--- config.mk ---
export PLATFORM = sky130hd
export DESIGN_NAME = led_panel_top
export DESIGN_NICKNAME = d
export VERILOG_FILES = /design/src/common/led_matrix_pkg.sv /design/src/common/scan_if.sv /design/src/control/uart_rx.sv /design/src/control/command_decoder.sv /design/src/hdl/framebuffer.sv /design/src/display/matrix_scan.sv /design/src/display/framebuffer_fetch.sv /design/src/hdl/led_panel_top.sv
export SDC_FILE = /design/constraint.sdc
export NUM_CORES = 1
export LEC_CHECK = 0
export BUFFER_PORTS_ARGS = -buffer_cell sky130_fd_sc_hd__buf_2
export CAP_MARGIN = 20
export CORE_MARGIN = 1
export CORE_UTILIZATION = 53
export CTS_CLUSTER_DIAMETER = 50
export DETAILED_ROUTE_END_ITERATION = 8
export PLACE_DENSITY_LB_ADDON = 0.05
export SLEW_MARGIN = 25
export SYNTH_ARGS = -nofsm -noshare
export SYNTH_HDL_FRONTEND = slang
export SYNTH_SLANG_ARGS = --single-unit
--- constraint.sdc ---
create_clock -name clk_root -period 2.69 [get_ports clk_root]
set_input_delay 0.269 -clock clk_root [delete_from_list [all_inputs] [get_ports clk_root]]
set_output_delay 0.269 -clock clk_root [all_outputs]
set_load 0.01 [all_outputs]
--- src/common/led_matrix_pkg.sv ---
/* panel geometry, timing constants, command codes and the pixel type
   shared by the led matrix driver blocks; imported with a wildcard */
package led_matrix_pkg;

    // panel geometry
    localparam int COLS         = 8;
    localparam int ROWS         = 8;
    localparam int SCAN_ROWS    = ROWS / 2;          // rows driven as top/bottom pairs
    localparam int COL_BITS     = $clog2(COLS);
    localparam int ROW_BITS     = $clog2(ROWS);
    localparam int SCAN_BITS    = $clog2(SCAN_ROWS);
    localparam int FB_ADDR_BITS = ROW_BITS + COL_BITS; // row * COLS + column
    localparam int FB_DEPTH     = COLS * ROWS;

    // colour depth, one plane per bit
    localparam int BRIGHT_BITS = 2;
    localparam int PLANE_BITS  = $clog2(BRIGHT_BITS);

    // uart timing
    localparam int TICKS_PER_BIT = 8;
    localparam int TICK_BITS     = $clog2(TICKS_PER_BIT);

    // scan timing, all in clk_root cycles
    localparam int PIXEL_PERIOD = 8;                 // per shifted column
    localparam int LATCH_CYCLES = 2;
    localparam int PLANE_BASE   = 16;                // plane p shows PLANE_BASE << p
    localparam int DISP_BITS    = $clog2(PLANE_BASE) + BRIGHT_BITS;

    // command opcodes
    localparam logic [7:0] CMD_PIXEL  = 8'h50;       // x, y, colour
    localparam logic [7:0] CMD_FILL   = 8'h46;       // colour
    localparam logic [7:0] CMD_BRIGHT = 8'h42;       // plane mask
    localparam logic [7:0] CMD_RGB    = 8'h43;       // channel mask

    typedef struct packed {
        logic [BRIGHT_BITS-1:0] blue;
        logic [BRIGHT_BITS-1:0] green;
        logic [BRIGHT_BITS-1:0] red;
    } pixel_t;

endpackage

--- src/common/scan_if.sv ---
/* scan position and load strobe from the scan engine to the fetch stage */
`timescale 1ns/1ps

interface scan_if
    import led_matrix_pkg::*;
();
    logic [COL_BITS-1:0]   column;
    logic [SCAN_BITS-1:0]  row_pair;
    logic [PLANE_BITS-1:0] plane;
    logic                  load_start;   // one cycle per column

    modport scan (
        output column, row_pair, plane, load_start
    );

    modport fetch (
        input column, row_pair, plane, load_start
    );
endinterface

--- src/control/uart_rx.sv ---
/* 8N1 receiver for the command byte stream
   pulses rx_valid for one cycle per good frame, no back-pressure */
`timescale 1ns/1ps

module uart_rx
    import led_matrix_pkg::*;
(
    input  logic       clk_root,
    input  logic       rst_n,
    input  logic       rx_line,
    output logic [7:0] rx_data,
    output logic       rx_valid
);
    typedef enum logic [1:0] {
        RX_IDLE,
        RX_START,
        RX_DATA,
        RX_STOP
    } rx_state_t;

    rx_state_t            state;
    logic                 rx_meta;
    logic                 rx_sync;
    logic [TICK_BITS-1:0] tick;
    logic [2:0]           bit_idx;
    logic [7:0]           shift_reg;

    always_ff @(posedge clk_root or negedge rst_n) begin
        if (!rst_n) begin
            rx_meta  <= 1'b1;
            rx_sync  <= 1'b1;
            state    <= RX_IDLE;
            tick     <= '0;
            bit_idx  <= '0;
            rx_valid <= 1'b0;
        end else begin
            rx_meta  <= rx_line;
            rx_sync  <= rx_meta;
            rx_valid <= 1'b0;
            tick     <= tick + 1'b1;
            case (state)
                RX_IDLE: begin
                    tick <= '0;
                    if (!rx_sync) state <= RX_START;
                end
                RX_START: if (tick == TICK_BITS'(TICKS_PER_BIT / 2 - 1)) begin
                    tick    <= '0;
                    bit_idx <= '0;
                    state   <= rx_sync ? RX_IDLE : RX_DATA;  // glitch, not a start bit
                end
                RX_DATA: if (tick == TICK_BITS'(TICKS_PER_BIT - 1)) begin
                    tick    <= '0;
                    bit_idx <= bit_idx + 3'd1;
                    if (bit_idx == 3'd7) state <= RX_STOP;
                end
                RX_STOP: if (tick == TICK_BITS'(TICKS_PER_BIT - 1)) begin
                    rx_valid <= rx_sync;       // framing error drops the byte
                    state    <= RX_IDLE;
                end
                default: state <= RX_IDLE;
            endcase
        end
    end

    // data path, lsb first
    always_ff @(posedge clk_root) begin
        if (state == RX_DATA && tick == TICK_BITS'(TICKS_PER_BIT - 1))
            shift_reg <= {rx_sync, shift_reg[7:1]};
        if (state == RX_STOP && tick == TICK_BITS'(TICKS_PER_BIT - 1))
            rx_data <= shift_reg;
    end
endmodule

--- src/control/command_decoder.sv ---
/* byte command decoder: pixel, fill, plane mask and channel mask commands
   writes the framebuffer and holds the two enable masks */
`timescale 1ns/1ps

module command_decoder
    import led_matrix_pkg::*;
(
    input  logic                    clk_root,
    input  logic                    rst_n,
    input  logic [7:0]              rx_data,
    input  logic                    rx_valid,
    output logic [FB_ADDR_BITS-1:0] wr_addr,
    output pixel_t                  wr_data,
    output logic                    wr_en,
    output logic [2:0]              rgb_enable,
    output logic [BRIGHT_BITS-1:0]  bright_enable
);
    typedef enum logic [1:0] {
        ST_IDLE,
        ST_ARGS,
        ST_FILL
    } dec_state_t;

    dec_state_t          state;
    logic [7:0]          opcode;
    logic [1:0]          arg_idx;
    logic [COL_BITS-1:0] pos_x;
    logic [ROW_BITS-1:0] pos_y;

    always_ff @(posedge clk_root or negedge rst_n) begin
        if (!rst_n) begin
            state         <= ST_IDLE;
            opcode        <= '0;
            arg_idx       <= '0;
            pos_x         <= '0;
            pos_y         <= '0;
            wr_addr       <= '0;
            wr_data       <= '0;
            wr_en         <= 1'b0;
            rgb_enable    <= '1;
            bright_enable <= '1;
        end else begin
            wr_en <= 1'b0;
            case (state)
                ST_IDLE: if (rx_valid) begin
                    case (rx_data)
                        CMD_PIXEL, CMD_FILL, CMD_BRIGHT, CMD_RGB: begin
                            opcode  <= rx_data;
                            arg_idx <= '0;
                            state   <= ST_ARGS;
                        end
                        default: ;            // stray byte, ignored
                    endcase
                end
                ST_ARGS: if (rx_valid) begin
                    arg_idx <= arg_idx + 2'd1;
                    state   <= ST_IDLE;       // single-argument commands end here
                    case (opcode)
                        CMD_PIXEL: begin
                            if (arg_idx != 2'd2) state <= ST_ARGS;
                            if (arg_idx == 2'd0) pos_x <= rx_data[COL_BITS-1:0];
                            if (arg_idx == 2'd1) pos_y <= rx_data[ROW_BITS-1:0];
                            if (arg_idx == 2'd2) begin
                                wr_addr <= {pos_y, pos_x};  // coordinates wrap
                                wr_data <= pixel_t'(rx_data[$bits(pixel_t)-1:0]);
                                wr_en   <= 1'b1;
                            end
                        end
                        CMD_FILL: begin
                            wr_addr <= '0;
                            wr_data <= pixel_t'(rx_data[$bits(pixel_t)-1:0]);
                            wr_en   <= 1'b1;
                            state   <= ST_FILL;
                        end
                        CMD_BRIGHT: bright_enable <= rx_data[BRIGHT_BITS-1:0];
                        CMD_RGB:    rgb_enable    <= rx_data[2:0];
                        default: ;
                    endcase
                end
                ST_FILL: begin
                    // one word per cycle, bytes arriving meanwhile are dropped
                    if (wr_addr == FB_ADDR_BITS'(FB_DEPTH - 1)) begin
                        state <= ST_IDLE;
                    end else begin
                        wr_addr <= wr_addr + 1'b1;
                        wr_en   <= 1'b1;
                    end
                end
                default: state <= ST_IDLE;
            endcase
        end
    end
endmodule

--- src/hdl/framebuffer.sv ---
/* simple dual-port pixel memory
   one write port from the decoder, one registered read port for the fetch */
`timescale 1ns/1ps

module framebuffer
    import led_matrix_pkg::*;
(
    input  logic                    clk_root,
    input  logic [FB_ADDR_BITS-1:0] wr_addr,
    input  pixel_t                  wr_data,
    input  logic                    wr_en,
    input  logic [FB_ADDR_BITS-1:0] rd_addr,
    input  logic                    rd_en,
    output pixel_t                  rd_data
);
    pixel_t mem [FB_DEPTH];

    always_ff @(posedge clk_root) begin
        if (wr_en)
            mem[wr_addr] <= wr_data;
    end

    // read data one cycle after rd_en
    always_ff @(posedge clk_root) begin
        if (rd_en)
            rd_data <= mem[rd_addr];
    end
endmodule

--- src/display/matrix_scan.sv ---
/* panel sequencer: shift a row pair's columns, latch, then display the plane
   display time doubles with each plane for binary-coded modulation */
`timescale 1ns/1ps

module matrix_scan
    import led_matrix_pkg::*;
(
    input  logic                 clk_root,
    input  logic                 rst_n,
    scan_if.scan                 scan,
    output logic [SCAN_BITS-1:0] row_addr,
    output logic                 clk_pixel,
    output logic                 row_latch,
    output logic                 output_enable_n
);
    typedef enum logic [1:0] {
        ST_SHIFT,
        ST_LATCH,
        ST_DISPLAY
    } scan_state_t;

    scan_state_t           state;
    logic [DISP_BITS-1:0]  phase;       // cycles within column, latch or display
    logic [COL_BITS-1:0]   column;
    logic [PLANE_BITS-1:0] plane;
    logic [SCAN_BITS-1:0]  row_pair;
    logic [DISP_BITS-1:0]  dwell_last;

    assign dwell_last = DISP_BITS'((PLANE_BASE << plane) - 1);

    always_ff @(posedge clk_root or negedge rst_n) begin
        if (!rst_n) begin
            state    <= ST_SHIFT;
            phase    <= '0;
            column   <= '0;
            plane    <= '0;
            row_pair <= '0;
            row_addr <= '0;
        end else begin
            phase <= phase + 1'b1;
            case (state)
                ST_SHIFT: if (phase == DISP_BITS'(PIXEL_PERIOD - 1)) begin
                    phase  <= '0;
                    column <= column + 1'b1;
                    if (column == COL_BITS'(COLS - 1))
                        state <= ST_LATCH;
                end
                ST_LATCH: begin
                    if (phase == '0)
                        row_addr <= row_pair;   // switch rows under the latch
                    if (phase == DISP_BITS'(LATCH_CYCLES - 1)) begin
                        phase <= '0;
                        state <= ST_DISPLAY;
                    end
                end
                ST_DISPLAY: if (phase == dwell_last) begin
                    phase <= '0;
                    state <= ST_SHIFT;
                    plane <= plane + 1'b1;
                    if (plane == PLANE_BITS'(BRIGHT_BITS - 1)) begin
                        plane    <= '0;
                        row_pair <= row_pair + 1'b1;
                    end
                end
                default: state <= ST_SHIFT;
            endcase
        end
    end

    assign scan.column     = column;
    assign scan.row_pair   = row_pair;
    assign scan.plane      = plane;
    assign scan.load_start = (state == ST_SHIFT) && (phase == '0);

    // pixel clock high for the last two cycles of each column
    assign clk_pixel       = (state == ST_SHIFT) && (phase >= DISP_BITS'(PIXEL_PERIOD - 2));
    assign row_latch       = (state == ST_LATCH);
    assign output_enable_n = (state != ST_DISPLAY);
endmodule

--- src/display/framebuffer_fetch.sv ---
/* fetches the top and bottom pixel for each shifted column
   and reduces them to the masked rgb bits of the current plane */
`timescale 1ns/1ps

module framebuffer_fetch
    import led_matrix_pkg::*;
(
    input  logic                    clk_root,
    input  logic                    rst_n,
    scan_if.fetch                   scan,
    output logic [FB_ADDR_BITS-1:0] rd_addr,
    output logic                    rd_en,
    input  pixel_t                  rd_data,
    input  logic [2:0]              rgb_enable,
    input  logic [BRIGHT_BITS-1:0]  bright_enable,
    output logic [2:0]              rgb_top,
    output logic [2:0]              rgb_bottom
);
    logic [2:0]          step;          // load_start delayed by 1, 2 and 3 cycles
    logic [ROW_BITS-1:0] top_row;
    logic [ROW_BITS-1:0] bottom_row;
    pixel_t              top_px;
    pixel_t              bottom_px;

    // bit order red, green, blue from lsb
    function automatic logic [2:0] plane_rgb(input pixel_t px,
                                             input logic [PLANE_BITS-1:0] plane);
        logic [2:0] bits;
        bits = {px.blue[plane], px.green[plane], px.red[plane]};
        return bits & rgb_enable & {3{bright_enable[plane]}};
    endfunction

    assign top_row    = ROW_BITS'(scan.row_pair);
    assign bottom_row = top_row + ROW_BITS'(SCAN_ROWS);

    // top read on the strobe, bottom read the cycle after
    assign rd_en   = scan.load_start | step[0];
    assign rd_addr = scan.load_start ? {top_row, scan.column} : {bottom_row, scan.column};

    always_ff @(posedge clk_root or negedge rst_n) begin
        if (!rst_n) begin
            step       <= '0;
            rgb_top    <= '0;
            rgb_bottom <= '0;
        end else begin
            step <= {step[1:0], scan.load_start};
            if (step[2]) begin
                rgb_top    <= plane_rgb(top_px, scan.plane);
                rgb_bottom <= plane_rgb(bottom_px, scan.plane);
            end
        end
    end

    always_ff @(posedge clk_root) begin
        if (step[0]) top_px    <= rd_data;
        if (step[1]) bottom_px <= rd_data;
    end
endmodule

--- src/hdl/led_panel_top.sv ---
/* top level of the hub75 matrix driver
   uart commands in, panel shift, latch and enable lines out */
`timescale 1ns/1ps

module led_panel_top
    import led_matrix_pkg::*;
(
    input  logic                 clk_root,
    input  logic                 rst_n,
    input  logic                 uart_rx,
    output logic [2:0]           rgb_top,
    output logic [2:0]           rgb_bottom,
    output logic [SCAN_BITS-1:0] row_addr,
    output logic                 clk_pixel,
    output logic                 row_latch,
    output logic                 output_enable_n
);
    logic [7:0]              rx_data;
    logic                    rx_valid;
    logic [FB_ADDR_BITS-1:0] wr_addr;
    pixel_t                  wr_data;
    logic                    wr_en;
    logic [FB_ADDR_BITS-1:0] rd_addr;
    logic                    rd_en;
    pixel_t                  rd_data;
    logic [2:0]              rgb_enable;
    logic [BRIGHT_BITS-1:0]  bright_enable;

    scan_if scan_bus ();

    uart_rx u_uart_rx (
        .clk_root (clk_root),
        .rst_n    (rst_n),
        .rx_line  (uart_rx),
        .rx_data  (rx_data),
        .rx_valid (rx_valid)
    );

    command_decoder u_decoder (
        .clk_root      (clk_root),
        .rst_n         (rst_n),
        .rx_data       (rx_data),
        .rx_valid      (rx_valid),
        .wr_addr       (wr_addr),
        .wr_data       (wr_data),
        .wr_en         (wr_en),
        .rgb_enable    (rgb_enable),
        .bright_enable (bright_enable)
    );

    framebuffer u_framebuffer (
        .clk_root (clk_root),
        .wr_addr  (wr_addr),
        .wr_data  (wr_data),
        .wr_en    (wr_en),
        .rd_addr  (rd_addr),
        .rd_en    (rd_en),
        .rd_data  (rd_data)
    );

    matrix_scan u_scan (
        .clk_root        (clk_root),
        .rst_n           (rst_n),
        .scan            (scan_bus.scan),
        .row_addr        (row_addr),
        .clk_pixel       (clk_pixel),
        .row_latch       (row_latch),
        .output_enable_n (output_enable_n)
    );

    framebuffer_fetch u_fetch (
        .clk_root      (clk_root),
        .rst_n         (rst_n),
        .scan          (scan_bus.fetch),
        .rd_addr       (rd_addr),
        .rd_en         (rd_en),
        .rd_data       (rd_data),
        .rgb_enable    (rgb_enable),
        .bright_enable (bright_enable),
        .rgb_top       (rgb_top),
        .rgb_bottom    (rgb_bottom)
    );
endmodule

==> flow_summary.ini, run 1 <==
[run_status]
status = complete, no violations

[logic_synthesis]
synth_nets = 1106
yosysWarnings = 0
ys_top_cells_by_area = edfxtp_1 64%, mux4_2 10%, dfrtp_1 8.2%, mux2_2 1.9%, nor2_1 1.7%
ys_seq_elements = 490
netlist_instances = 1078
synthArstFlopShare_pct = 14.7
yosys.area.top_type = edfxtp_1
synth_area_sq_um = 19700
netlist.area_leader.share_pct = 63.6
synth_common_cells = 418 x edfxtp_1, 90 x mux4_2, 90 x nor2_1, 65 x dfrtp_1, 44 x nand2_1
synth-edff-count = 418
ys.flop_type = edfxtp_1
yosysSeqAreaShare_pct = 72.7
yosysMostFrequentCell = edfxtp_1
synth.distinct_cells = 60
syn_avg_cell_area_sq_um = 18.3

[critical_path]
critPathRequiredTime_ns = 3.00
crit_type = reg2reg
r2r_end = u_framebuffer.rd_data[1]
regToRegSetupSlack_ns = 0.23
r2r_start = u_scan.scan.column[0]
r2r_cells = 6
crit_path_max_fanout = 10
start_kind = flip-flop
end_kind = flip-flop
critPathArrivalTime_ns = 2.77

[place]
io_buffers = 13
place_area_sq_um = 20800
dp_hpwl_um = 27800
gp_congestion = 0.842

[final_layout]
drive_above_1_share_pct = 25.7
largest_reg_flops = 384
nets = 1210
top_register = u_framebuffer.mem
diodes = 0
syn2layout_area_growth_pct = 13.9
design_area_sq_um = 22500
fill_cells = 2719

[global_routing]
grt_pass1_vias = 10300
antenna_found_initial = 0
grt_max_degree = 66
grt_pass1_wl_um = 64600
track_usage_pct = 23.3
overflow = 0

[pwr]
p_leak_nw = 8.85
power_density_nw_per_um2 = 684
peakVddDrop_uv = 568

[clock_network]
clockBufferDepth = 3
cts_sinks = 490
cts_tree = yes
cts_buffers = 52
clock_latency_ns = 0.58
clk_pin_slew_ns = 0.06
htreeDepth = 2
root_buffer = clkbuf_16

[floorplanning]
core_area_sq_um = 36600
start_util_pct = 53.9
num_io_pins = 14
rows = 70
die_w_um = 195
chipHeight_um = 195
dieArea_sq_um = 38000

[detailed_routing]
initialDrtViolationCount = 844
remaining_drc_errors = 0
vias_per_cell = 5.99
first_pass_iters = 7
finalWirelength_um = 42500
vias = 10100
drt-wirelength-per-cell_um = 25.1
final_antenna_net_count = 0

[timing]
skew_ns = 0.0122
slew_headroom_pct = 44.7
post-route-period-util_pct = 91.5
setup_viol = 0
rsz0062_at_grt = false
maxSlewViolCount = 0
max_freq_mhz = 406
hold_viol_final = 0
worst-slew-pin-transition_ns = 0.830
setup_tns_ns = 0
period_needed_ns = 2.46

[flow_run]
drv_cap = 0

[hold_path]
hp-class = in2async
==> cells in the final DEF (no fill, tap or decap), types with 7 or more instances in the layout <==
master,instances
clkinv_2,7
clkbuf_1,15
buf_4,74
nand3_1,18
clkbuf_16,53
ha_1,25
mux2_2,34
a21oi_1,15
a22oi_1,11
mux2i_1,24
buf_2,12
nor2b_1,15
nor2_1,90
clkinv_1,8
nand2b_1,9
dfrtp_1,56
edfxtp_1,418
nor3_1,18
inv_1,27
mux4_2,90
dfstp_2,7
o21ai_0,16
nand2_1,44
buf_12,9
o22ai_1,20
==> through the flow <==
step	hold slack (ns)	std cells	setup WS, ns	power, mW	util (%)
global placement	0.350	1594	0.196	8.70	56.9
CTS	0.306	1689	0.123	15.5	61.4
global route	0.334	1689	0.162	15.9	61.4
detailed placement	0.351	1594	0.136	8.71	56.9
finish	0.329	1689	0.228	15.4	61.4
floorplan	-0.0266	1078	0.716	8.61	-
==> logic make-up after synthesis <==
kind of cell | after synthesis | share of synthesized area, %
AND/OR/NAND/NOR | 229 | 5.60
adder cells (fa/ha/maj) | 25 | 1.58
multiplexers | 154 | 14.2
buffers and inverters | 74 | 2.12
AO/OA/AOI/OAI | 97 | 3.33
flip-flops | 490 | 72.7
XOR/XNOR | 9 | 0.399
==> where the power goes <==
part	internal, mW	leakage, nW	switching, mW
Clock	4.05	0.799	2.79
Sequential	8.19	5.72	0.0445
Combinational	0.112	2.34	0.206
==> routing by layer <==
layer | vias to the layer above | wire, um | GRT usage (%)
met3 | 79 | 2270 | 3.42
met4 | 0 | 1220 | 8.11
met5 | - | 0 | 0
met2 | 280 | 20600 | 37.3
li1 | 4478 | - | -
met1 | 5280 | 18400 | 33.1
==> timing repair <==
| item | in CTS | in global routing |
|---|---|---|
| hold buffers | 2 | 0 |
| endpoints found under the hold margin | 54 | 0 |
| endpoints found under the setup margin | 0 | 2 |
| buffers inserted | 0 | 0 |
| resized for setup | 0 | 1 |
==> worst max-delay path by stage <==
stage,start,to,depth (start not counted)
2_1_floorplan,u_scan.scan.column[0],u_framebuffer.rd_data[5],8
3_3_place_gp,u_scan.scan.column[1],u_framebuffer.rd_data[1],6
3_5_place_dp,u_scan.scan.column[1],u_framebuffer.rd_data[1],6
4_1_cts,u_scan.scan.column[1],u_framebuffer.rd_data[1],6
5_1_grt,u_scan.scan.column[0],u_framebuffer.rd_data[1],6
6_report,u_scan.scan.column[0],u_framebuffer.rd_data[1],6
==> layout make-up <==
type / instances / area, sq um / share of cell area [%]
Inverter: 27 / 101 / 0.451
Sequential cell: 490 / 14400 / 64.0
Clock inverter: 23 / 220 / 0.980
Clock buffer: 70 / 1410 / 6.27
Multi-Input combinational cell: 514 / 4970 / 22.1
Timing Repair Buffer: 97 / 816 / 3.63
Tap cell: 468 / 586 / 2.60
==> worst max-delay path: stages, from the launching register on <==
cell and delay, ns:
dfrtp_4 0.56, buf_4 0.29, mux4_2 0.52, a22oi_1 0.26, nand2_1 0.14, o221ai_1 0.31
a211oi_1 0.09
Power figures use the tool's default switching activity.
==> run 2, diff against run 1 <==
- ABC_AREA: not set -> 1
==> flow_summary.ini, run 2 <==
[floorplanning]
rows = 71
chipHeight_um = 198
core_area_sq_um = 37800
num_io_pins = 14
start_util_pct = 54.0
die_w_um = 198
dieArea_sq_um = 39300

[logic_synthesis]
synth-edff-count = 418
synth_common_cells = 586 x nand2_1, 418 x edfxtp_1, 360 x nand3_1, 107 x nor2_1, 73 x inv_1
ys_seq_elements = 490
netlist.area_leader.share_pct = 61.6
synth_area_sq_um = 20400
synth.distinct_cells = 34
ys.flop_type = edfxtp_1
yosys.area.top_type = edfxtp_1
synth_nets = 1859
ys_top_cells_by_area = edfxtp_1 62%, nand2_1 11%, nand3_1 8.8%, dfrtp_1 8.0%, nor2_1 2.0%
yosysMostFrequentCell = nand2_1
yosysWarnings = 0
synthArstFlopShare_pct = 14.7
syn_avg_cell_area_sq_um = 11.1
netlist_instances = 1831
yosysSeqAreaShare_pct = 70.4

[pwr]
power_mw = 15.4
p_leak_nw = 8.20
power_density_nw_per_um2 = 677
peakVddDrop_uv = 594

[final_layout]
layout_commonest_cell = nand2_1
seqCellArea_sq_um = 14400
drive_above_1_share_pct = 8.01
fill_cells = 3086
syn2layout_area_growth_pct = 11.7
largest_reg_flops = 384
nets = 1870
layout_common_cells = 586 x nand2_1, 418 x edfxtp_1, 360 x nand3_1, 107 x nor2_1, 73 x inv_1
diodes = 0
top_register = u_framebuffer.mem
multi_input_area_sq_um = 5320

[global_routing]
grt_max_degree = 73
met3_usage_pct = 5.38
grt_busiest_layer = met2
overflow = 0
use_met2_pct = 39.2
antenna_found_initial = 0
grt_use_met1_pct = 35.6
grt_pass1_wl_um = 74000
track_usage_pct = 25.2
grt_pass1_vias = 13100

[critical_path]
start_kind = flip-flop
crit_type = reg2reg
critical_path.max_stage_delay_ns = 0.57
critPathSlowestCell = nor2_1
crit_path_max_fanout = 10
path_cells = inv_1, nor3_1, nand2_1, nor2_1
end_kind = flip-flop
critPathRequiredTime_ns = 2.91
critPathArrivalTime_ns = 2.42

[detailed_routing]
final_antenna_net_count = 0
remaining_drc_errors = 0
first_pass_iters = 8
finalWirelength_um = 47600
vias_per_cell = 5.58
drt-wirelength-per-cell_um = 19.9
vias = 13400
initialDrtViolationCount = 1148

[clock_network]
post_cts_buffers = 0
clock_latency_ns = 0.58
htreeDepth = 2
cts_buffers = 51
cts.repair.resized = 0
clk_pin_slew_ns = 0.06
root_buffer = clkbuf_16
clockBufferDepth = 3
cts_tree = yes
cts_sinks = 490

[timing]
setup_viol = 0
maxSlewViolCount = 0
period_needed_ns = 2.20
slew_headroom_pct = 46.3
hold_viol_final = 0
post-route-period-util_pct = 81.9
skew_ns = 0.0136
worst-slew-pin-transition_ns = 0.806
max_freq_mhz = 454
setup_tns_ns = 0
rsz0062_at_grt = false

[place]
io_buffers = 13
dp_hpwl_um = 29700
gp_congestion = 0.831

[run_status]
status = complete, no violations

[hold_path]
hp-class = in2async

[flow_run]
drv_cap = 0
[run 2: power breakdown]
part / total, mW / leakage (nW) / internal [mW] / switching [mW]
combinational: 0.270 / 3.53 / 0.0909 / 0.179
clock: 6.95 / 0.804 / 4.07 / 2.87
sequential: 8.21 / 3.86 / 8.18 / 0.0276
[run 2: kinds of logic (layout without fill, tap and decap cells)]
kind of cell,count (synthesis),in the layout,share of synthesized area (%)
buf+inv,166,219,3.46
fa+ha+maj,25,25,1.53
xor+xnor,8,8,0.344
compound gates,61,61,1.76
flops,490,490,70.4
simple gates,1081,1081,22.4
[run 2: worst max-delay path: cells and delay by family, from the launching register on]
kind | cells | cell delay [ns]
buffers and inverters | 1 | 0.12
and+or+nand+nor | 3 | 1.22
DFF | 1 | 0.50
[run 2: repair_timing]
| item | in CTS | in global routing |
|---|---|---|
| hold endpoints to repair | 29 | 0 |
| endpoints found under the setup margin | 0 | 0 |
| hold buffers | 2 | 0 |
[run 2: metal layers]
metal / wire length [um] / share of wire (%)
met5: 0 / 0
met4: 1200 / 2.5
met3: 3480 / 7.3
met2: 22000 / 46
met1: 21000 / 44
[run 2: layout make-up]
cell class,count,share of cell area [%]
Clock buffer,68,6.20
Clock inverter,27,1.06
Inverter,76,1.26
Multi-Input combinational cell,1175,23.4
Sequential cell,490,63.1
Tap cell,511,2.81
Timing Repair Buffer,48,2.19
[run 2: path summary, 6_finish.rpt]
path	from	to	slack, ns	cells past startpoint
max in group asynchronous	rst_n	u_decoder.rgb_enable[1]	1.80	3
hold reg to reg	u_uart_rx.rx_meta	u_uart_rx.rx_sync	0.36	0
min in group clk_root	uart_rx	u_uart_rx.rx_meta	0.33	2
setup / recovery	u_decoder.wr_addr[2]	u_framebuffer.mem[12][1]	0.49	4
hold / removal	rst_n	u_scan.scan.row_pair[1]	0.18	2
setup reg to reg	u_decoder.wr_addr[2]	u_framebuffer.mem[12][1]	0.49	4
[run 2: stage by stage]
step / std cells / hold slack [ns] / utilization [%] / worst slack, ns / area (sq um)
finish: 2395 / 0.179 / 60.3 / 0.486 / 22800
global route: 2395 / 0.223 / 60.3 / 0.349 / 22800
CTS: 2395 / 0.164 / 60.3 / 0.521 / 22800
detailed placement: 2298 / 0.248 / 55.9 / 0.529 / 21100
global placement: 2298 / 0.244 / 55.9 / 0.598 / 21100
floorplan: 1831 / -0.0266 / - / 1.12 / 20400
==> run 3, diff against run 2 <==
- clock period: 2.69 -> 1.9 ns (I/O delays scaled with it)
==> flow_summary.ini, run 3 (synthesis gave the netlist of run 2 again) <==
[floorplanning]
die_w_um = 198
dieArea_sq_um = 39300
num_io_pins = 14
rows = 71
chipHeight_um = 198
start_util_pct = 54.0
core_area_sq_um = 37800

[clock_network]
cts_sinks = 490
root_buffer = clkbuf_16
clk_pin_slew_ns = 0.06
clock_latency_ns = 0.60
cts_tree = yes
clockBufferDepth = 3
htreeDepth = 2
cts_buffers = 52

[global_routing]
grt_pass1_vias = 13500
antenna_found_initial = 0
track_usage_pct = 26.2
overflow = 0
grt_max_degree = 66
grt_pass1_wl_um = 76700

[critical_path]
critPathSlowestCell = dfrtp_4
path_cells = buf_8, buf_4, clkbuf_16, nand2_1, nand3_1, nand3_1, nand2_2, nand2_1, nand3_2, nand3_2, nand2_1
cp_common_cell = nand2_1
crit_path_max_fanout = 10
critPathArrivalTime_ns = 2.30
crit_type = reg2reg
start_kind = flip-flop
critical_path.max_stage_delay_ns = 0.50
critPathRequiredTime_ns = 2.25
critPathBufInv = 3
end_kind = flip-flop
crit_family = simple AND/OR/NAND/NOR gates

[timing]
max_freq_mhz = 513
slew_headroom_pct = 63.2
hold_viol_final = 0
setup_viol = 4
hold_ws_ns = 0.114
setup_tns_ns = -0.107
fin_ws_ns = -0.0509
skew_ns = 0.0156
period_needed_ns = 1.95
maxSlewViolCount = 0
worst-slew-pin-transition_ns = 0.551
rsz0062_at_grt = true
post-route-period-util_pct = 103

[place]
io_buffers = 13
gp_congestion = 0.877
dp_hpwl_um = 30500
dp.cells = 2400

[run_status]
violations = negative setup slack
status = finished with violations

[final_layout]
finalNonFillerCells = 2516
syn2layout_area_growth_pct = 19.4
multi_input_area_sq_um = 5570
seqCellArea_sq_um = 14400
top_register = u_framebuffer.mem
layout_commonest_cell = nand2_1
layout_common_cells = 570 x nand2_1, 418 x edfxtp_1, 318 x nand3_1, 117 x buf_4, 106 x nor2_1
diodes = 0
fill_cells = 2931
largest_reg_flops = 384
final_util_pct = 64.5
nets = 1994
drive_above_1_share_pct = 16.8

[detailed_routing]
initialDrtViolationCount = 1361
remaining_drc_errors = 0
drt-wirelength-per-cell_um = 20.8
vias = 14100
final_antenna_net_count = 0
vias_per_cell = 5.60
first_pass_iters = 5
finalWirelength_um = 52400

[pwr]
p_leak_nw = 9.05
power_density_nw_per_um2 = 898
peakVddDrop_uv = 826

[hold_path]
hp-class = in2async

[flow_run]
drv_cap = 0
## run 3: cell types whose count changed in the layout (fill, tap and decap cells not counted), sizes merged
cell and change:
clkinv +2, buf +115, inv -1, clkbuf +5
## run 3: final timing paths
path | from | end | slack [ns] | cells after the start
worst max-delay path | u_scan.scan.column[0] | u_framebuffer.rd_data[4] | -0.05 | 11
worst min-delay path | rst_n | u_scan.phase[4] | 0.11 | 2
worst max register to register | u_scan.scan.column[0] | u_framebuffer.rd_data[4] | -0.05 | 11
worst min register to register | u_uart_rx.rx_meta | u_uart_rx.rx_sync | 0.36 | 0
max in group asynchronous | rst_n | u_uart_rx.rx_meta | 1.18 | 3
min in group clk_root | uart_rx | u_uart_rx.rx_meta | 0.27 | 2
## run 3: routing by layer
layer	up-vias	wire length, um	track usage [%]	part of all wire (%)
li1	6594	-	-	-
met2	561	23800	41.2	45
met1	6836	23000	37.5	44
met4	0	1390	8.33	2.6
met3	92	4270	4.22	8.2
met5	-	0	0	0
## run 3: power by group
group          leakage (nW)  switching, mW  internal (mW)
combinational          4.39          0.249          0.127
clock                 0.805           4.13           5.75
sequential             3.86         0.0396           11.6
total                  9.05           4.42           17.5
## run 3: final cells by class
class | count | area share (%)
Sequential cell | 490 | 59.1
Multi-Input combinational cell | 1175 | 22.9
Timing Repair Buffer | 170 | 7.34
Clock buffer | 66 | 5.73
Tap cell | 511 | 2.63
Inverter | 76 | 1.23
Clock inverter | 27 | 1.08
Timing Repair inverter | 1 | 0.0360
## run 3: timing repair
action                                 4_1_cts  5_1_grt
gates cloned                                 4       11
buffers inserted                             2        4
resized for setup                           11       69
endpoints found under the hold margin       71        0
setup endpoints to repair                    4       70
pin swaps                                    0       13
hold buffers                                 2        0
## run 3: metrics by stage
step           power (mW)  worst slack (ns)  instance area (sq um)
3_3_place_gp         12.2           -0.0514                  22000
2_1_floorplan        12.1             0.326                  20400
6_report             21.9           -0.0509                  24300
5_1_grt              22.5           -0.0783                  24300
4_1_cts              22.0           -0.0131                  23800
3_5_place_dp         12.2           -0.0550                  22000
